[config.mk]
export PLATFORM = sky130hd
export DESIGN_NAME = hand_raster
export DESIGN_NICKNAME = d
export VERILOG_FILES = /design/src/verilog/clock_face_pkg.sv /design/src/verilog/hand_raster.sv
export VERILOG_INCLUDE_DIRS = /design/src /design/src/verilog
export SDC_FILE = /design/constraint.sdc
export NUM_CORES = 2
export LEC_CHECK = 0
export BUFFER_PORTS_ARGS = -buffer_cell sky130_fd_sc_hd__buf_2
export CAP_MARGIN = 5
export CORE_MARGIN = 3
export CORE_UTILIZATION = 50
export CTS_CLUSTER_DIAMETER = 50
export CTS_CLUSTER_SIZE = 24
export DETAILED_ROUTE_END_ITERATION = 7
export PLACE_DENSITY = 0.65
export SLEW_MARGIN = 30
export SYNTH_ARGS = -nofsm -noshare
export SYNTH_HDL_FRONTEND = slang
export SYNTH_SLANG_ARGS = --single-unit
[constraint.sdc]
create_clock -name vgaclk -period 0.8 [get_ports vgaclk]
set_input_delay 0.04 -clock vgaclk [delete_from_list [all_inputs] [get_ports vgaclk]]
set_output_delay 0.04 -clock vgaclk [all_outputs]
set_load 0.05 [all_outputs]
[src/verilog/clock_face_settings.svh]
// raster timing for 640x480 inside an 800x525 frame, one pixel per vgaclk
// sync windows are half-open, end value excluded
// dial and hand geometry assume the dial centre stays at 320,240
`ifndef CLOCK_FACE_SETTINGS_SVH
`define CLOCK_FACE_SETTINGS_SVH

// horizontal, in vgaclk cycles
`define H_TOTAL       800
`define H_SYNC_START  8
`define H_SYNC_END    104   // first cycle after hsync
`define H_VIS_START   152
`define H_VIS         640

// vertical, in lines
`define V_TOTAL       525
`define V_SYNC_START  2
`define V_SYNC_END    4     // first line after vsync
`define V_VIS_START   37
`define V_VIS         480

// dial, in visible pixel coordinates
`define DIAL_X        320
`define DIAL_Y        240
`define DIAL_R        200

// colours as 8:8:8 rgb
`define FACE_RGB      24'hFF_FFFF
`define SECOND_RGB    24'hFF_0000
`define MINUTE_RGB    24'h00_00FF
`define HOUR_RGB      24'h00_FF00

// sine/cosine scale is 2^TRIG_FRAC
`define TRIG_FRAC     16

`endif

[src/verilog/clock_face_pkg.sv]
// shared types for the clock face
// hand geometry is the unrotated rectangle, hand drawn along +x from its corner
// tick is a hand angle in 6 degree steps, only 0 to 59 are meaningful
package clock_face_pkg;

  typedef logic [9:0]          coord_t;  // counter or screen coordinate
  typedef logic [5:0]          tick_t;   // 0..59
  typedef logic signed [17:0]  trig_t;   // sin/cos scaled by 2^16
  typedef logic [23:0]         rgb_t;    // r in the top byte

  typedef struct packed {
    logic [4:0] hour;    // 0..23
    logic [5:0] minute;
    logic [5:0] second;
  } clock_time_t;

  // relative to the visible origin, wraps outside the visible area
  typedef struct packed {
    coord_t x;
    coord_t y;
  } pixel_pos_t;

  typedef struct packed {
    logic hsync;    // active low
    logic vsync;    // active low
    logic visible;  // active high
  } sync_t;

  typedef struct packed {
    coord_t x;      // corner before rotation
    coord_t y;
    coord_t len;    // extent along x
    coord_t wid;    // extent along y
  } hand_geom_t;

  typedef enum logic [1:0] {HAND_SECOND, HAND_MINUTE, HAND_HOUR} hand_id_t;

  // thin long second hand, short fat hour hand
  localparam hand_geom_t hand_geoms [3] = '{
    '{x: 10'd270, y: 10'd238, len: 10'd200, wid: 10'd4},
    '{x: 10'd280, y: 10'd237, len: 10'd200, wid: 10'd6},
    '{x: 10'd280, y: 10'd236, len: 10'd150, wid: 10'd8}
  };

endpackage

[src/verilog/hand_raster.sv]
// one clock hand, a rectangle rotated about the dial centre
// tick 0 is 12 o'clock, angle from 3 o'clock is 90 minus 6*tick degrees
// one register stage, hit belongs to the pos of the previous cycle
// ticks 60..63 give undefined angles
`include "clock_face_settings.svh"

module hand_raster #(
  parameter clock_face_pkg::hand_geom_t geom = '0
) (
  input  logic                       vgaclk,
  input  logic                       rst_n,
  input  clock_face_pkg::pixel_pos_t pos,
  input  clock_face_pkg::tick_t      tick,
  output logic                       hit
);
  import clock_face_pkg::*;

  // rectangle bounds, edges included
  localparam logic signed [12:0] X_LO = 13'(geom.x);
  localparam logic signed [12:0] X_HI = 13'(geom.x) + 13'(geom.len);
  localparam logic signed [12:0] Y_LO = 13'(geom.y);
  localparam logic signed [12:0] Y_HI = 13'(geom.y) + 13'(geom.wid);

  // sin of k*6 degrees for the first quadrant
  function automatic trig_t quarter_sin(input logic [3:0] k);
    int v;
    case (k)
      4'd0:  v = 0;
      4'd1:  v = 6850;
      4'd2:  v = 13626;
      4'd3:  v = 20252;
      4'd4:  v = 26656;
      4'd5:  v = 32768;   // 30 deg
      4'd6:  v = 38521;
      4'd7:  v = 43852;
      4'd8:  v = 48702;
      4'd9:  v = 53020;
      4'd10: v = 56756;
      4'd11: v = 59870;
      4'd12: v = 62329;
      4'd13: v = 64104;
      4'd14: v = 65177;
      default: v = 65536; // 90 deg
    endcase
    return trig_t'(v);
  endfunction

  // full circle folded onto the quarter table
  function automatic trig_t sin6(input tick_t t);
    tick_t k;
    logic  neg;
    neg = (t > 6'd30);  // lower half is negative
    if (t <= 6'd15)
      k = t;
    else if (t <= 6'd30)
      k = 6'd30 - t;
    else if (t <= 6'd45)
      k = t - 6'd30;
    else
      k = 6'd60 - t;
    return neg ? -quarter_sin(k[3:0]) : quarter_sin(k[3:0]);
  endfunction

  tick_t                t_cos;       // tick shifted a quarter turn
  trig_t                cos_v;       // cos of hand angle
  trig_t                sin_v;       // sin of hand angle
  logic signed [11:0]   dx, dy;      // offset from dial centre
  logic signed [30:0]   xr, yr;      // rotated, still scaled
  logic signed [12:0]   x0, y0;      // unrotated pixel
  logic                 in_rect;

  always_comb
  begin
    t_cos = (tick >= 6'd45) ? tick - 6'd45 : tick + 6'd15;
    cos_v = sin6(tick);   // cos(90 - a) = sin(a)
    sin_v = sin6(t_cos);  // sin(90 - a) = cos(a)
    dx    = 12'($signed({2'b00, pos.x}) - `DIAL_X);
    dy    = 12'($signed({2'b00, pos.y}) - `DIAL_Y);
    // inverse rotation back onto the unrotated hand
    xr    = dx * cos_v - dy * sin_v;
    yr    = dy * cos_v + dx * sin_v;
    x0    = 13'(xr >>> `TRIG_FRAC) + 13'(`DIAL_X);
    y0    = 13'(yr >>> `TRIG_FRAC) + 13'(`DIAL_Y);
    in_rect = (x0 >= X_LO) && (x0 <= X_HI) && (y0 >= Y_LO) && (y0 <= Y_HI);
  end

  always_ff @(posedge vgaclk or negedge rst_n)
  begin
    if (!rst_n)
      hit <= 1'b0;
    else
      hit <= in_rect;
  end

endmodule

==> impl_metrics.tcl <==
set metrics [dict create \
    drt-pass1-iter-count 5 \
    utilization_pct 61.0 \
    synth_top_area_cell "fa_1" \
    antenna_found_initial 5 \
    violations "setup timing" \
    yosysWarningCount 0 \
    synth_area_leaders "fa_1 (53%), inv_1 (10%), ha_1 (9.0%), nand2_1 (5.0%), and2_1 (4.7%)" \
    ios 29 \
    register_area_um2 25.0 \
    min_period_ns 11.07 \
    hpwl_um 78800 \
    fin_crit_sh_pct 1380 \
    synth_most_common_cell "inv_1" \
    die_h_um 254 \
    place_congestion 0.946 \
    largest_register_ffs 1 \
    syn_area_per_cell_um2 8.93 \
    core_mm2 0.0607 \
    grt_pass1_vias 26674 \
    critPathMaxFanout 12 \
    detail_route.wl_per_cell_um 18.7 \
    synth_cell_types 99 \
    yosys-top-cells-count "inv_1 (830), fa_1 (810), nand2_1 (407), and2_1 (233), ha_1 (221)" \
    synth_area_mm2 0.0308 \
    syn_inst 3452 \
    wirelength_um 88700 \
    pre_cts_slack_ns -10.66 \
    grtUsageTotal_pct 29.1 \
    place_area_mm2 0.0365 \
    fin_area_mm2 0.0370 \
    row_count 90 \
    required_ns 0.68 \
    drive_above_1_share_pct 20.2 \
    port_buffers 28 \
    startpoint_type "input pin" \
    drv_slew 0 \
    finalHoldViolCount 0 \
    ys_ff_latch 1 \
    via_per_inst 5.22 \
    clock.fmax_mhz 90.3 \
    grt_pass1_wl_um 145000 \
    status "finished, violations left" \
    overflow 0 \
    slew-limit-headroom_pct 41.7 \
    crit_type "in2reg" \
    drcViolationCount 0 \
    hold_class "in2async" \
    dieArea_mm2 0.0647 \
    worst_pin_slew_ns 0.865 \
    crit_path_top_delay_cell "fa_1" \
    multi_input_area_mm2 0.0276 \
    holdWs_ns 0.390 \
    biggestRegsByFlops "hit: 1 flops" \
    setup_viol 1 \
    postRouteAntennaNets 0 \
    cp.arrival_ns 10.95 \
    drtIter0Drc 1800 \
    synth_top_area_share_pct 52.6 \
    fin_ws_ns -10.27 \
    critPathMaxStageDelay_ns 0.56 \
    die_w_um 254 \
    crit_top_cell "fa_1" \
    clk_transition_reported_paths_ns 0 \
    initial_core_util_pct 50.8 \
    synth-async-reset-ratio_pct 100 \
    fillerInstances 5217 \
    synth_edf_count 0 \
    top_register "hit" \
    vias 24711 \
    synth.yosys.seq_area_share_pct 0.0812 \
    synthFlopType "dfrtp_1" \
    grt_max_degree 26 \
    crit_path_end_kind "flip-flop" \
    area_growth_pct 20.2 \
    layout.nets 5011 \
    rsz0062_at_grt "yes" \
    synth_nets 4511 \
    max_cap_violations 0 \
]
## repair_timing
| item | CTS | global route |
|---|---|---|
| endpoints found under the setup margin | 1 | 1 |
| buffers inserted | 19 | 3 |
| pin swaps | 46 | 21 |
| cloned | 1 | 0 |
| hold buffers | 1 | 0 |
| endpoints found under the hold margin | 1 | 0 |
| gates resized for setup | 53 | 11 |
## critical path, delay by kind of cell
kind	cells	cell delay [ns]
multiplexers	2	0.51
XOR/XNOR	2	0.37
adder cells (fa/ha/maj)	10	4.21
buffers and inverters	11	1.21
AO/OA/AOI/OAI	15	3.02
AND/OR/NAND/NOR	9	1.56
## path summary, 6_finish.rpt
kind,from,to,slack [ns],cells after the start
max,tick[0],hit$_DFF_PN0_,-10.27,49
min,rst_n,hit$_DFF_PN0_,0.39,2
min in group vgaclk,hit$_DFF_PN0_,hit,0.66,1
max in group asynchronous,rst_n,hit$_DFF_PN0_,0.30,2
## routing by layer
metal  track usage (%)  part of all wire [%]
met5                 0                     0
met4              10.4                   4.9
met3              4.50                   7.4
met2              49.0                    48
met1              38.6                    40
## cells in the final DEF (no fill, tap or decap), types with 53 or more instances in the layout
cell type / n
inv_1: 825
fa_1: 807
buf_4: 597
nand2_1: 402
and2_1: 230
ha_1: 215
nor2_1: 194
xnor2_1: 67
nand2b_1: 66
a21oi_1: 53
## final cells by class
type | count | area share (%)
Multi-Input combinational cell | 2452 | 74.5
Timing Repair Buffer | 662 | 14.2
Inverter | 835 | 8.47
Tap cell | 782 | 2.64
Sequential cell | 1 | 0.0676
Antenna cell | 4 | 0.0270
## cell families after synthesis
group,share of synthesized area [%]
flops,0.0812
xor+xnor,3.35
compound gates,5.88
mux,0.406
fa+ha+maj,61.6
buf+inv,12.4
simple gates,16.3
## per-stage QoR
| stage | instances | TNS (ns) |
|---|---|---|
| global placement | 4708 | -10.46 |
| detailed placement | 4708 | -10.66 |
| finish | 4736 | -10.27 |
| floorplan | 3452 | -9.53 |
| CTS | 4729 | -10.19 |
| global route | 4733 | -10.77 |
Power is left out: the tool's default activity adds up to more than one toggle a clock period on the data nets, which glitch-free logic cannot reach.
