[src/verilog/clock_face_settings.svh]
// raster timing for 640x480 inside an 800x525 frame, one pixel per vgaclk
// sync windows are half-open, end value excluded
// dial and hand geometry assume the dial centre stays at 320,240
`ifndef CLOCK_FACE_SETTINGS_SVH
`define CLOCK_FACE_SETTINGS_SVH

// horizontal, in vgaclk cycles
`define H_TOTAL       800
`define H_SYNC_START  8
`define H_SYNC_END    104   // first cycle after hsync
`define H_VIS_START   152
`define H_VIS         640

// vertical, in lines
`define V_TOTAL       525
`define V_SYNC_START  2
`define V_SYNC_END    4     // first line after vsync
`define V_VIS_START   37
`define V_VIS         480

// dial, in visible pixel coordinates
`define DIAL_X        320
`define DIAL_Y        240
`define DIAL_R        200

// colours as 8:8:8 rgb
`define FACE_RGB      24'hFF_FFFF
`define SECOND_RGB    24'hFF_0000
`define MINUTE_RGB    24'h00_00FF
`define HOUR_RGB      24'h00_FF00

// sine/cosine scale is 2^TRIG_FRAC
`define TRIG_FRAC     16

`endif

[src/verilog/clock_face_pkg.sv]
// shared types for the clock face
// hand geometry is the unrotated rectangle, hand drawn along +x from its corner
// tick is a hand angle in 6 degree steps, only 0 to 59 are meaningful
package clock_face_pkg;

  typedef logic [9:0]          coord_t;  // counter or screen coordinate
  typedef logic [5:0]          tick_t;   // 0..59
  typedef logic signed [17:0]  trig_t;   // sin/cos scaled by 2^16
  typedef logic [23:0]         rgb_t;    // r in the top byte

  typedef struct packed {
    logic [4:0] hour;    // 0..23
    logic [5:0] minute;
    logic [5:0] second;
  } clock_time_t;

  // relative to the visible origin, wraps outside the visible area
  typedef struct packed {
    coord_t x;
    coord_t y;
  } pixel_pos_t;

  typedef struct packed {
    logic hsync;    // active low
    logic vsync;    // active low
    logic visible;  // active high
  } sync_t;

  typedef struct packed {
    coord_t x;      // corner before rotation
    coord_t y;
    coord_t len;    // extent along x
    coord_t wid;    // extent along y
  } hand_geom_t;

  typedef enum logic [1:0] {HAND_SECOND, HAND_MINUTE, HAND_HOUR} hand_id_t;

  // thin long second hand, short fat hour hand
  localparam hand_geom_t hand_geoms [3] = '{
    '{x: 10'd270, y: 10'd238, len: 10'd200, wid: 10'd4},
    '{x: 10'd280, y: 10'd237, len: 10'd200, wid: 10'd6},
    '{x: 10'd280, y: 10'd236, len: 10'd150, wid: 10'd8}
  };

endpackage

[src/verilog/hand_angle.sv]
// turns the time input into one 6 degree tick per hand
// time is sampled once per frame at the falling edge of vsync, so no tearing
// now must be stable around that edge, hour is expected in 0..23
module hand_angle (
  input  logic                       vgaclk,
  input  logic                       rst_n,
  input  clock_face_pkg::clock_time_t now,
  input  clock_face_pkg::sync_t       sync,
  output clock_face_pkg::tick_t       ticks [3]
);
  import clock_face_pkg::*;

  logic       vsync_q;      // vsync one cycle back
  logic       frame_start;  // first cycle of vsync low
  logic [3:0] hour12;
  tick_t      hour_tick;

  assign frame_start = vsync_q && !sync.vsync;

  // hour hand creeps forward one tick every 12 minutes
  always_comb
  begin
    hour12    = 4'(now.hour % 5'd12);
    hour_tick = tick_t'(hour12) * 6'd5 + tick_t'(now.minute / 6'd12);  // max 59
  end

  always_ff @(posedge vgaclk or negedge rst_n)
  begin
    if (!rst_n)
      vsync_q <= 1'b1;  // idle high so reset is not an edge
    else
      vsync_q <= sync.vsync;
  end

  always_ff @(posedge vgaclk or negedge rst_n)
  begin
    if (!rst_n)
    begin
      ticks[HAND_SECOND] <= '0;
      ticks[HAND_MINUTE] <= '0;
      ticks[HAND_HOUR]   <= '0;
    end
    else if (frame_start)
    begin
      ticks[HAND_SECOND] <= now.second;
      ticks[HAND_MINUTE] <= now.minute;
      ticks[HAND_HOUR]   <= hour_tick;
    end
  end

endmodule

[config.mk]
export PLATFORM = sky130hd
export DESIGN_NAME = hand_angle
export DESIGN_NICKNAME = d
export VERILOG_FILES = /design/src/verilog/clock_face_settings.svh /design/src/verilog/clock_face_pkg.sv /design/src/verilog/hand_angle.sv
export SDC_FILE = /design/constraint.sdc
export NUM_CORES = 1
export LEC_CHECK = 0
export BUFFER_PORTS_ARGS = -buffer_cell sky130_fd_sc_hd__buf_2
export CORE_MARGIN = 8
export CORE_UTILIZATION = 45
export CTS_CLUSTER_SIZE = 10
export DETAILED_ROUTE_END_ITERATION = 8
export GPL_TIMING_DRIVEN = 0
export PLACE_DENSITY = 0.71
export SLEW_MARGIN = 20
export SYNTH_ARGS = -nofsm -noshare
export SYNTH_HDL_FRONTEND = slang
export SYNTH_SLANG_ARGS = --single-unit
[constraint.sdc]
create_clock -name vgaclk -period 1.3 [get_ports vgaclk]
set_input_delay 0.13 -clock vgaclk [delete_from_list [all_inputs] [get_ports vgaclk]]
set_output_delay 0.13 -clock vgaclk [all_outputs]
set_load 0.1 [all_outputs]
==> impl_metrics.ini <==
[power_and_ir_drop]
worst_ir_drop_vdd_mv = 1.24
clock_power_share_pct = 12.8
p_sw_share_pct = 52.9
cellPowerDensity_mw_per_mm2 = 1620
intPower_mw = 1.16
power.sequential.fraction_pct = 30.6
power.total_mw = 2.46
power_switching_mw = 1.30
power.share.combinational_pct = 56.6
leakage_power_nw = 0.691

[worst_hold_path]
worst_hold_path_type = input port to flop
hold_path_end = ticks[7]$_DFFE_PN0P_
hold_start = now[7]
number_of_stages_on_the_worst_hold_path = 2

[timing]
timing_max_transition_violations_final = 0
final_period_minus_worst_setup_slack_ns = 1.76
finalClockSkew_ns = 0.00118
achievable-frequency_mhz = 567
rsz0062_at_grt = yes
setup-violations-final = 4
final_critical_path_setup_slack_ns = -0.464
worst-slew-pin-transition_ns = 0.493
timing.final.crit_share_pct = 136
hold_slack_ns = 0.0500
slew_headroom_pct = 67.4
final.setup.tns_ns = -1.63
hold_violations = 0

[finish]
layout.cells.most_common_list = sky130_fd_sc_hd__buf_2, sky130_fd_sc_hd__dfrtp_1, sky130_fd_sc_hd__mux2_2
layout.filler_cells = 178
register_area_sq_um = 477
fin_util_pct = 69.9
multiInputGateArea_sq_um = 703
n_antenna_cell = 0
layout-drive-gt1-share_pct = 65.6
area_delta_synth_final_pct = 49.4
post-route-cell-area_sq_mm = 0.00152
layout.cells.most_common = sky130_fd_sc_hd__buf_2
num-nets-final = 166

[clock_tree]
h-tree-depth = 1
clock_tree_buf_depth = 2
cts.clk_slew.worst_paths_ns = 0.12
cts_tree = built
cts-root-buf = sky130_fd_sc_hd__clkbuf_4
cts_num_sinks = 19
worstSkewPairLatency_ns = 0.30
cts_made_buffers = 3

[detailed_routing]
total_number_of_vias = 827
detail_route.wl_per_cell_um = 15.7
drt.antenna.violating_nets = 0
firstDrtPassIters = 4
totalWireLength_um = 2500
vias_per_cell = 5.20
drt_first_iter_violations = 26
drc = 0

[worst_setup_path]
data_arrival_critical_path_ns = 1.97
timing.critical_path.fanout_max = 4
timing.rr.end = ticks[5]$_DFFE_PN0P_
critPathRequiredTime_ns = 1.50
critical_path_class = input port to flop
critPathCaptureType = flop
rr_startpoint = vsync_q$_DFF_PN1_
reg2reg_depth = 5
startpoint = now[16]
ff_to_ff_setup_slack_ns = 0.01
critical_path.startpoint_type = input port

[placed_design]
total_placed_instance_area_sq_mm = 0.00133
placement.io_buffers = 37
globalplace.congestion = 0.772
place.detailed.hpwl_um = 1960

[floorplanning]
floorplan.core_area_sq_mm = 0.00217
ports = 40
die-area_sq_mm = 0.00403
die_width_um = 63.5
num_rows = 17
floorplan.die.height_um = 63.5
floorplan.initialDensity_pct = 46.8

[logic_synthesis]
yosys_register_bits = 19
ys.warnings.count = 0
avgSynthCellArea_sq_um = 12.1
combined_area_of_all_synthesized_cells_sq_mm = 0.00101
ys_seq_area_share_pct = 47.0
synth_cell_types = 26
synth_cells = 84
mappedNetlistNets = 118

[global_routing]
grt_pass1_vias = 984
gr-usage-all-layers_pct = 13.2
use_met1_pct = 13.5
globalRouteMet2Util_pct = 24.0
grt_most_used_layer = met2
grt_start_max_net_pins = 20
grt.overflow.total = 0
globalRouteMet3Util_pct = 4.77
grt_antenna_before_repair = 0
global_route_wire_length_before_repair_um = 4390

[run]
drv.max_cap_violation_count = 0

[outcome]
run_status = complete, but fails checks
failed_checks = setup timing
==> worst max-delay path, cell delays in order <==
cell and delay, ns:
sky130_fd_sc_hd__buf_2 0.14, sky130_fd_sc_hd__and3b_2 0.23, sky130_fd_sc_hd__or2_4 0.26, sky130_fd_sc_hd__ha_4 0.28
sky130_fd_sc_hd__ha_4 0.20, sky130_fd_sc_hd__ha_4 0.29, sky130_fd_sc_hd__nand3_4 0.08, sky130_fd_sc_hd__a21oi_2 0.16
sky130_fd_sc_hd__o21ai_2 0.09, sky130_fd_sc_hd__o311ai_2 0.10
==> area by class of cell <==
type                       count  share of cell area [%]
multi-input combinational     62                    46.4
sequential                    19                    31.4
timing repair buffer          43                    16.6
tap                           28                    2.31
clock buffer                   3                    1.49
buffer                         2                    1.07
clock inverter                 1                   0.495
inverter                       1                   0.248
==> metrics by stage <==
| step | setup WS (ns) | instances |
|---|---|---|
| 2_1_floorplan | -0.587 | 84 |
| 3_3_place_gp | -0.796 | 149 |
| 3_5_place_dp | -0.915 | 149 |
| 4_1_cts | -0.451 | 157 |
| 5_1_grt | -0.486 | 159 |
| 6_report | -0.464 | 159 |
==> registers in the layout, summed over array words and instances, names as in the netlist <==
register,count
ticks,18
vsync_q,1
==> worst max path at each step <==
stage / endpoint / slack, ns / cells after the start
floorplan: ticks[4]$_DFFE_PN0P_ / -0.59 / 10
global placement: ticks[4]$_DFFE_PN0P_ / -0.80 / 11
detailed placement: ticks[5]$_DFFE_PN0P_ / -0.92 / 10
CTS: ticks[5]$_DFFE_PN0P_ / -0.45 / 10
global route: ticks[5]$_DFFE_PN0P_ / -0.49 / 10
finish: ticks[5]$_DFFE_PN0P_ / -0.46 / 10
==> what timing repair did <==
action                                  4_1_cts  5_1_grt
endpoints found under the setup margin       15       15
pin swaps                                     9        8
endpoints found under the hold margin        19        0
gates resized for setup                      11       14
buffers inserted                              2        2
hold buffers                                  2        0
==> synth_stat cells <==
library cell | count | share of area (%)
sky130_fd_sc_hd__and2_1 | 1 | 0.62
sky130_fd_sc_hd__buf_2 | 2 | 0.99
sky130_fd_sc_hd__nand3b_1 | 1 | 0.74
sky130_fd_sc_hd__xnor2_1 | 1 | 0.86
sky130_fd_sc_hd__nand2_1 | 6 | 2.2
sky130_fd_sc_hd__o21a_1 | 1 | 0.74
sky130_fd_sc_hd__nand3_1 | 3 | 1.5
sky130_fd_sc_hd__xor2_1 | 1 | 0.86
sky130_fd_sc_hd__dfstp_2 | 1 | 2.6
sky130_fd_sc_hd__nor2_1 | 1 | 0.37
sky130_fd_sc_hd__fa_1 | 1 | 2.0
sky130_fd_sc_hd__nor3b_1 | 1 | 0.74
sky130_fd_sc_hd__a21o_1 | 2 | 1.5
sky130_fd_sc_hd__ha_1 | 11 | 14
sky130_fd_sc_hd__mux2_2 | 14 | 16
sky130_fd_sc_hd__or2b_1 | 1 | 0.74
sky130_fd_sc_hd__o211ai_1 | 1 | 0.74
sky130_fd_sc_hd__o311ai_1 | 1 | 0.86
sky130_fd_sc_hd__o21ai_0 | 7 | 3.5
sky130_fd_sc_hd__and3b_1 | 1 | 0.86
sky130_fd_sc_hd__or2_2 | 1 | 0.62
sky130_fd_sc_hd__a21oi_1 | 3 | 1.5
sky130_fd_sc_hd__dfrtp_1 | 18 | 44
sky130_fd_sc_hd__nand2b_1 | 2 | 1.2
sky130_fd_sc_hd__inv_1 | 1 | 0.37
sky130_fd_sc_hd__nor3_1 | 1 | 0.49
==> cell families (layout without fill, tap and decap cells) <==
family                     count (synthesis)  in the layout  share of synthesized area [%]
DFF                                       19             19                           47.0
buffers and inverters                      3             50                           1.36
xor gates and xnor gates                   2              2                           1.73
AOI/OAI and AO/OA                         15             15                           8.75
and+or+nand+nor                           19             19                           10.1
muxes                                     14             14                           15.5
adders and majority gates                 12             12                           15.5
==> power groups by stage <==
stage	Clock (mW)	Sequential, mW	Combinational, mW
6_report	0.315	0.752	1.39
5_1_grt	0.345	0.766	1.45
2_1_floorplan	0	1.55	0.286
4_1_cts	0.333	0.753	1.37
3_3_place_gp	0	0.754	1.30
3_5_place_dp	0	0.765	1.32
==> routing by layer <==
metal	vias up	part of all wire (%)	wire length, um
met1	406	39	966
met2	22	55	1370
met5	-	0	0
li1	395	-	-
met4	0	0.84	21
met3	4	5.8	145
No activity file was read; power rests on OpenSTA's default activity.
