`src/verilog/clock_face_settings.svh`:
```
// raster timing for 640x480 inside an 800x525 frame, one pixel per vgaclk
// sync windows are half-open, end value excluded
// dial and hand geometry assume the dial centre stays at 320,240
`ifndef CLOCK_FACE_SETTINGS_SVH
`define CLOCK_FACE_SETTINGS_SVH

// horizontal, in vgaclk cycles
`define H_TOTAL       800
`define H_SYNC_START  8
`define H_SYNC_END    104   // first cycle after hsync
`define H_VIS_START   152
`define H_VIS         640

// vertical, in lines
`define V_TOTAL       525
`define V_SYNC_START  2
`define V_SYNC_END    4     // first line after vsync
`define V_VIS_START   37
`define V_VIS         480

// dial, in visible pixel coordinates
`define DIAL_X        320
`define DIAL_Y        240
`define DIAL_R        200

// colours as 8:8:8 rgb
`define FACE_RGB      24'hFF_FFFF
`define SECOND_RGB    24'hFF_0000
`define MINUTE_RGB    24'h00_00FF
`define HOUR_RGB      24'h00_FF00

// sine/cosine scale is 2^TRIG_FRAC
`define TRIG_FRAC     16

`endif

```
`src/verilog/clock_face_pkg.sv`:
```
// shared types for the clock face
// hand geometry is the unrotated rectangle, hand drawn along +x from its corner
// tick is a hand angle in 6 degree steps, only 0 to 59 are meaningful
package clock_face_pkg;

  typedef logic [9:0]          coord_t;  // counter or screen coordinate
  typedef logic [5:0]          tick_t;   // 0..59
  typedef logic signed [17:0]  trig_t;   // sin/cos scaled by 2^16
  typedef logic [23:0]         rgb_t;    // r in the top byte

  typedef struct packed {
    logic [4:0] hour;    // 0..23
    logic [5:0] minute;
    logic [5:0] second;
  } clock_time_t;

  // relative to the visible origin, wraps outside the visible area
  typedef struct packed {
    coord_t x;
    coord_t y;
  } pixel_pos_t;

  typedef struct packed {
    logic hsync;    // active low
    logic vsync;    // active low
    logic visible;  // active high
  } sync_t;

  typedef struct packed {
    coord_t x;      // corner before rotation
    coord_t y;
    coord_t len;    // extent along x
    coord_t wid;    // extent along y
  } hand_geom_t;

  typedef enum logic [1:0] {HAND_SECOND, HAND_MINUTE, HAND_HOUR} hand_id_t;

  // thin long second hand, short fat hour hand
  localparam hand_geom_t hand_geoms [3] = '{
    '{x: 10'd270, y: 10'd238, len: 10'd200, wid: 10'd4},
    '{x: 10'd280, y: 10'd237, len: 10'd200, wid: 10'd6},
    '{x: 10'd280, y: 10'd236, len: 10'd150, wid: 10'd8}
  };

endpackage

```
`src/verilog/face_composer.sv`:
```
// lays the hands over the dial and drives the monitor outputs
// hits arrive one cycle after pos, so sync and dial are delayed to match
// outputs are registered, two cycles after the raster counter state
`include "clock_face_settings.svh"

module face_composer (
  input  logic                       vgaclk,
  input  logic                       rst_n,
  input  clock_face_pkg::pixel_pos_t pos,
  input  clock_face_pkg::sync_t      sync,
  input  logic [2:0]                 hits,    // indexed by hand_id_t
  output logic                       hsync,
  output logic                       vsync,
  output logic                       sync_b,
  output clock_face_pkg::rgb_t       rgb
);
  import clock_face_pkg::*;

  logic signed [11:0] dx, dy;   // offset from dial centre
  logic               in_dial;
  sync_t              sync_q;   // aligned with hits
  logic               dial_q;
  rgb_t               pix;

  // strictly inside the circle
  always_comb
  begin
    dx      = 12'($signed({2'b00, pos.x}) - `DIAL_X);
    dy      = 12'($signed({2'b00, pos.y}) - `DIAL_Y);
    in_dial = (dx * dx + dy * dy) < (`DIAL_R * `DIAL_R);
  end

  // stage 1, wait for the hand pipeline
  always_ff @(posedge vgaclk or negedge rst_n)
  begin
    if (!rst_n)
    begin
      sync_q <= '{hsync: 1'b1, vsync: 1'b1, visible: 1'b0};
      dial_q <= 1'b0;
    end
    else
    begin
      sync_q <= sync;
      dial_q <= in_dial;
    end
  end

  // second over minute over hour over face
  always_comb
  begin
    if (hits[HAND_SECOND])
      pix = `SECOND_RGB;
    else if (hits[HAND_MINUTE])
      pix = `MINUTE_RGB;
    else if (hits[HAND_HOUR])
      pix = `HOUR_RGB;
    else if (dial_q)
      pix = `FACE_RGB;
    else
      pix = '0;     // background
  end

  // stage 2, output registers
  always_ff @(posedge vgaclk or negedge rst_n)
  begin
    if (!rst_n)
    begin
      hsync  <= 1'b1;
      vsync  <= 1'b1;
      sync_b <= 1'b1;
      rgb    <= '0;
    end
    else
    begin
      hsync  <= sync_q.hsync;
      vsync  <= sync_q.vsync;
      sync_b <= sync_q.hsync | sync_q.vsync;    // low only while both syncs low
      rgb    <= sync_q.visible ? pix : '0;      // blanking
    end
  end

endmodule

```
`config.mk`:
```
export PLATFORM = sky130hd
export DESIGN_NAME = face_composer
export DESIGN_NICKNAME = d
export VERILOG_FILES = /design/src/verilog/clock_face_pkg.sv /design/src/verilog/face_composer.sv
export VERILOG_INCLUDE_DIRS = /design/src /design/src/verilog
export SDC_FILE = /design/constraint.sdc
export NUM_CORES = 1
export LEC_CHECK = 0
export BUFFER_PORTS_ARGS = -buffer_cell sky130_fd_sc_hd__buf_2
export CELL_PAD_IN_SITES_DETAIL_PLACEMENT = 1
export CELL_PAD_IN_SITES_GLOBAL_PLACEMENT = 1
export CORE_ASPECT_RATIO = 0.7
export CORE_MARGIN = 4
export CORE_UTILIZATION = 46
export DETAILED_ROUTE_END_ITERATION = 8
export HOLD_SLACK_MARGIN = 0.02
export PLACE_DENSITY = 0.77
export SLEW_MARGIN = 10
export SYNTH_ARGS = -nofsm -noshare
export SYNTH_HDL_FRONTEND = slang
export SYNTH_SLANG_ARGS = --single-unit
```
`constraint.sdc`:
```
create_clock -name vgaclk -period 0.9 [get_ports vgaclk]
set_clock_uncertainty 0.2 [all_clocks]
set_input_delay 0.18 -clock vgaclk [delete_from_list [all_inputs] [get_ports vgaclk]]
set_output_delay 0.18 -clock vgaclk [all_outputs]
set_load 0.01 [all_outputs]
```
==> flow_summary_export.csv, run 1 <==
group,metric,value,unit
global_routing,track_usage,25.73,%
floorplanning,start_util,47.54,%
clock_tree,clk_latency,0.23,ns
yosys,synth_area,9144,sq um
floorplanning,dieArea,22230,sq um
clock_tree,hold_buffers,4,
yosys,avgSynthCellArea,9.727,sq um
worst_setup_path,crit_path_end_kind,"flop",
status,outcome,"finished with violations",
yosys,yosysWarnings,0,
timing,fin_crit_sh,765.7,%
yosys,synth_edf_count,0,
yosys,syn_nets,1301,
global_routing,grt_overflow,0,
timing,hold_violations,2,
timing,slew_headroom,75.61,%
placed_design,hpwlAfterDp,25860,microns
clock_tree,numClockSinks,10,
global_routing,grt_max_degree,12,
worst_setup_path,crit_type,"in -> reg",
yosys,yosysSeqAreaShare,2.805,%
timing,finalSetupViolations,30,
detailed_routing,firstDrtPassIters,5,
hold_path,hp-class,"in -> reg",
yosys,postSynthCellCount,940,
yosys,async_reset_ff_share,100.0,%
clock_tree,clk_path_buf_depth,2,
finish,num_antenna_cells,0,
floorplanning,std_cell_rows,42,
clock_tree,clkTransAtPathRegs,0.04,ns
global_routing,grt_pass1_wl,44220,microns
clock_tree,cts_tree,"done",
detailed_routing,drt-initial-drc-count,312,
worst_setup_path,cp_data_required_time,0.85,ns
finish,drive_above_1_share,27.41,%
clock_tree,cts-root-buf,"clkbuf_16",
detailed_routing,drt-total-wl,28180,microns
timing,fin_ws,-5.992,ns
status,violations,"hold timing, setup timing",
timing,fin_crit,6.892,ns
worst_setup_path,arrival,6.84,ns
detailed_routing,vias,6889,
floorplanning,die_y,126.0,microns
yosys,synth_cell_types,58,
worst_setup_path,cp-start-kind,"primary input",
worst_setup_path,rr_startpoint,"dial_q",
finish,syn_to_final_growth,25.25,%
detailed_routing,drtAntennaViolNets,0,
timing,slew_viol_final,0,
placed_design,place.gp.congestion,0.9644,
timing,fmax,0.1451,GHz
worst_setup_path,crit_fanout,5,
hold_path,hold_start,"hits[1]",
placed_design,port_buffers,54,
timing,rsz0062_at_grt,"yes",
flow_run,cap_violations,0,
timing,tightestPinTransition,0.3651,ns
detailed_routing,wl_per_cell,20.04,microns
global_routing,antenna_found_initial,0,
timing,hold_slack,-0.04277,ns
clock_tree,htree_levels,1,
clock_tree,cts_buffers,3,
yosys,ys_ff_latch,10,
floorplanning,core-area,19230,sq um
floorplanning,io_pins,55,
worst_setup_path,critPathLaunch,"pos[4]",
yosys,synth-main-ff-cell,"dfstp_2",
global_routing,grt_pass1_vias,8140,
detailed_routing,viasPerCell,4.900,
detailed_routing,drc_errors,0,
finish,nNetsFinal,1504,
finish,fin_area,11450,sq um
floorplanning,die_x,176.5,microns
placed_design,placed_area,10880,sq um
## critical path, stage by stage
cell      delay, ns
buf_2          0.11
ha_2           0.19
and3_4         0.19
or3_4          0.36
inv_6          0.10
nand2_4        0.08
xor2_1         0.17
ha_1           0.28
inv_1          0.05
fa_1           0.50
inv_1          0.05
fa_1           0.50
fa_1           0.56
inv_1          0.05
fa_1           0.45
fa_1           0.52
inv_1          0.07
fa_1           0.50
ha_4           0.31
o21ai_0        0.10
a22oi_2        0.17
nand2_2        0.13
o31a_1         0.29
and3_1         0.16
a31o_1         0.23
o211ai_2       0.21
nand4_1        0.14
o221ai_2       0.19
## metrics by stage
step	instances	TNS (ns)	utilization, %	setup slack, ns	hold WS, ns
2_1_floorplan	940	-7.964	-	-5.833	-0.3156
3_3_place_gp	1390	-7.373	56.56	-6.128	-0.1468
3_5_place_dp	1390	-8.116	56.56	-6.481	-0.1433
4_1_cts	1402	-15.70	58.84	-5.999	-0.04986
5_1_grt	1406	-16.76	59.54	-6.274	-0.03841
6_report	1406	-15.52	59.54	-5.992	-0.04277
## cells by family after synthesis
logic type | after synthesis | synth area share, %
and+or+nand+nor | 179 | 9.880
AOI/OAI and AO/OA | 55 | 4.187
xor gates and xnor gates | 33 | 3.161
muxes | 3 | 0.3284
adders and majority gates | 333 | 65.27
buffers and inverters | 327 | 14.37
DFF | 10 | 2.805
## cells in the mapped netlist, drive strengths merged, types with 2 or more instances
cell | n | area, sq um
a41oi | 2 | 17.52
and4 | 2 | 20.02
o2bb2ai | 2 | 17.52
nor3 | 6 | 35.03
nand3b | 2 | 15.01
dfrtp | 5 | 125.1
and2 | 26 | 163.9
dfstp | 5 | 131.4
a211oi | 5 | 47.54
o31ai | 2 | 20.02
nand4 | 4 | 31.28
inv | 287 | 1077
fa | 240 | 4805
nor3b | 2 | 15.01
a31oi | 2 | 12.51
o21ai | 11 | 58.81
nand2b | 11 | 68.82
ha | 93 | 1164
a21oi | 14 | 70.07
a22oi | 2 | 15.01
or3 | 3 | 18.77
mux2i | 3 | 30.03
and3 | 4 | 30.03
buf | 22 | 168.9
nand3 | 4 | 20.02
o211ai | 2 | 20.02
nand2 | 63 | 236.5
xor2 | 8 | 70.07
a31o | 2 | 17.52
nor2 | 33 | 123.9
clkbuf | 17 | 63.81
or2 | 2 | 12.52
a21o | 6 | 45.04
nor2b | 14 | 87.58
xnor2 | 25 | 219.0
## metal layers
layer	up-vias	GRT usage, %	wire, microns
met5	-	0	0
met4	0	3.092	391
met3	26	6.052	2040
met2	157	42.13	13190
met1	3597	36.40	12560
li1	3109	-	-
## flip-flops by register name, indices dropped and copies added, names as in the netlist
register / cells
rgb: 3
sync_q: 3
dial_q: 1
hsync: 1
sync_b: 1
vsync: 1
## layout make-up
type | count | area, sq um
sequential | 10 | 260.3
multi-input combinational | 603 | 7839
fill | 2230 | 7781
timing repair buffer | 237 | 1839
tap | 264 | 330.3
clock buffer | 4 | 88.84
inverter | 288 | 1095
## cell usage in the layout (no fill, tap or decap), drive strengths merged, types with 11 or more instances in the layout
| cell | n |
|---|---|
| a21oi | 14 |
| and2 | 26 |
| buf | 233 |
| fa | 240 |
| ha | 93 |
| inv | 286 |
| nand2 | 63 |
| nand2b | 11 |
| nor2 | 33 |
| nor2b | 14 |
| o21ai | 11 |
| xnor2 | 25 |
## final timing paths
| kind | endpoint | slack [ns] | cells past startpoint |
|---|---|---|---|
| setup / recovery | dial_q | -5.99 | 28 |
| hold / removal | rgb[15] | -0.04 | 2 |
| setup reg to reg | rgb[22] | -0.13 | 2 |
| hold reg to reg | vsync | 0.16 | 0 |
| max in group asynchronous | sync_b | 0.11 | 2 |
| min in group asynchronous | dial_q | 0.14 | 2 |
## what timing repair did
| action | CTS | global route |
|---|---|---|
| pin swaps | 28 | 21 |
| endpoints found under the setup margin | 31 | 32 |
| cloned | 0 | 1 |
| endpoints found under the hold margin | 16 | 2 |
| setup buffers | 4 | 3 |
| resized for setup | 57 | 20 |
Power of run 1 is left out: the tool's default activity adds up to more than one toggle a clock period on the data nets, which glitch-free logic cannot reach.
==> inputs of run 2 (changes only) <==
Settings changed: ABC_CLOCK_PERIOD_IN_PS set to 900, CORE_MARGIN 4 to unset.
==> flow_summary_export.csv, run 2 (synthesis gave the netlist of run 1 again) <==
group,metric,value,unit
status,outcome,"finished with violations",
status,violations,"hold timing, setup timing",
timing,finalSetupViolations,31,
clock_tree,clk_path_buf_depth,2,
floorplanning,io_pins,55,
placed_design,hpwlAfterDp,26480,microns
global_routing,grt_pass1_vias,8575,
worst_setup_path,slowest_stage,"fa_1",
timing,fin_crit_sh,780.7,%
placed_design,placed_area,10870,sq um
finish,post_layout_nonfiller_instances,1411,
clock_tree,cts_buffers,3,
clock_tree,htree_levels,1,
clock_tree,hold_buffers,3,
finish,syn_to_final_growth,25.34,%
detailed_routing,drt-initial-drc-count,481,
finish,num_antenna_cells,0,
detailed_routing,wl_per_cell,22.45,microns
detailed_routing,drc_errors,0,
placed_design,dp_cells,1390,
floorplanning,start_util,47.67,%
finish,reg.largest.list,"rgb: 3 flops, sync_q: 3 flops",
global_routing,antenna_found_initial,1,
timing,tightestPinTransition,0.4918,ns
clock_tree,cts_tree,"done",
worst_setup_path,arrival,6.97,ns
detailed_routing,viasPerCell,5.184,
finish,nNetsFinal,1509,
worst_setup_path,slowest_delay,0.64,ns
timing,slew_viol_final,0,
timing,rsz0062_at_grt,"yes",
global_routing,grt_pass1_wl,46310,microns
detailed_routing,drtAntennaViolNets,0,
floorplanning,die_x,170.5,microns
timing,fin_crit,7.026,ns
finish,fillers,2171,
worst_setup_path,path_buf_inv,9,
detailed_routing,firstDrtPassIters,5,
clock_tree,numClockSinks,10,
worst_setup_path,crit_top_cell,"fa_1",
worst_setup_path,cp_data_required_time,0.85,ns
worst_setup_path,crit_path_end_kind,"flop",
global_routing,grt_overflow,0,
global_routing,grt_max_degree,12,
worst_setup_path,cp_top_family,"adder cells",
hold_path,hp-class,"in -> reg",
timing,hold_slack,-0.1368,ns
detailed_routing,vias,7314,
clock_tree,cts-root-buf,"clkbuf_16",
timing,slew_headroom,67.14,%
finish,final_common_cell,"inv_1",
clock_tree,clk_latency,0.23,ns
floorplanning,dieArea,20460,sq um
timing,fin_ws,-6.126,ns
placed_design,place.gp.congestion,0.9428,
clock_tree,clkTransAtPathRegs,0.04,ns
floorplanning,die_y,120.0,microns
timing,hold_violations,3,
worst_setup_path,crit_type,"in -> reg",
worst_setup_path,cp-start-kind,"primary input",
worst_setup_path,crit_fanout,8,
flow_run,cap_violations,0,
floorplanning,core-area,19180,sq um
placed_design,port_buffers,54,
finish,fin_area,11460,sq um
finish,mostFrequentLayoutCells,"inv_1, fa_1, buf_4",
finish,drive_above_1_share,27.38,%
floorplanning,std_cell_rows,42,
timing,fmax,0.1423,GHz
global_routing,track_usage,30.76,%
detailed_routing,drt-total-wl,31680,microns
==> run 2: cell count changes in the layout (fill, tap and decap cells not counted), moves of 2 or more <==
cell    change
buf_4       +6
buf_6       +2
ha_1        +3
ha_4        -2
nor2_4      +2
==> run 2: repair_timing <==
item / in CTS / in global routing
gates resized for setup: 52 / 28
endpoints found under the setup margin: 32 / 32
buffers inserted: 4 / 10
hold endpoints to repair: 16 / 3
pin swaps: 25 / 23
==> run 2: routing by layer <==
| layer | GRT usage [%] | share of wire (%) | vias to the layer above |
|---|---|---|---|
| met5 | 0 | 0 | - |
| met4 | 8.896 | 3.4 | 0 |
| met3 | 8.740 | 8.4 | 91 |
| met2 | 51.68 | 48 | 302 |
| met1 | 38.57 | 40 | 3801 |
| li1 | - | - | 3120 |
==> run 2: through the flow <==
stage | utilization, % | setup TNS (ns) | setup slack, ns
after CTS | 58.79 | -15.58 | -5.960
after floorplan | - | -7.964 | -5.833
after detailed placement | 56.65 | -8.042 | -6.471
final | 59.75 | -15.75 | -6.126
after global placement | 56.65 | -7.339 | -6.105
after global routing | 59.75 | -16.77 | -6.381
==> run 2: area by class of cell <==
cell class	count	area [sq um]	share of cell area, %
multi-input cells	603	7825	68.28
repair buffers	242	1869	16.31
inverters	288	1097	9.574
well taps	264	330.3	2.882
flip-flops and latches	10	260.3	2.271
clock buffers	4	78.83	0.6878
==> run 2: final timing paths <==
check,end,from,slack [ns],cells after the start
max,dial_q,pos[4],-6.13,28
min,sync_q[0],sync[0],-0.14,1
max reg2reg,rgb[22],dial_q,-0.12,2
min reg2reg,hsync,sync_q[2],0.16,0
max in group asynchronous,vsync,rst_n,0.10,2
min in group asynchronous,rgb[7],rst_n,0.14,2
==> run 2: worst register-to-register path, stage by stage, from the launching register on <==
cell     delay [ns]
dfrtp_1        0.39
nor3b_4        0.16
o21a_1         0.16
Power of run 2 is left out for the same reason.
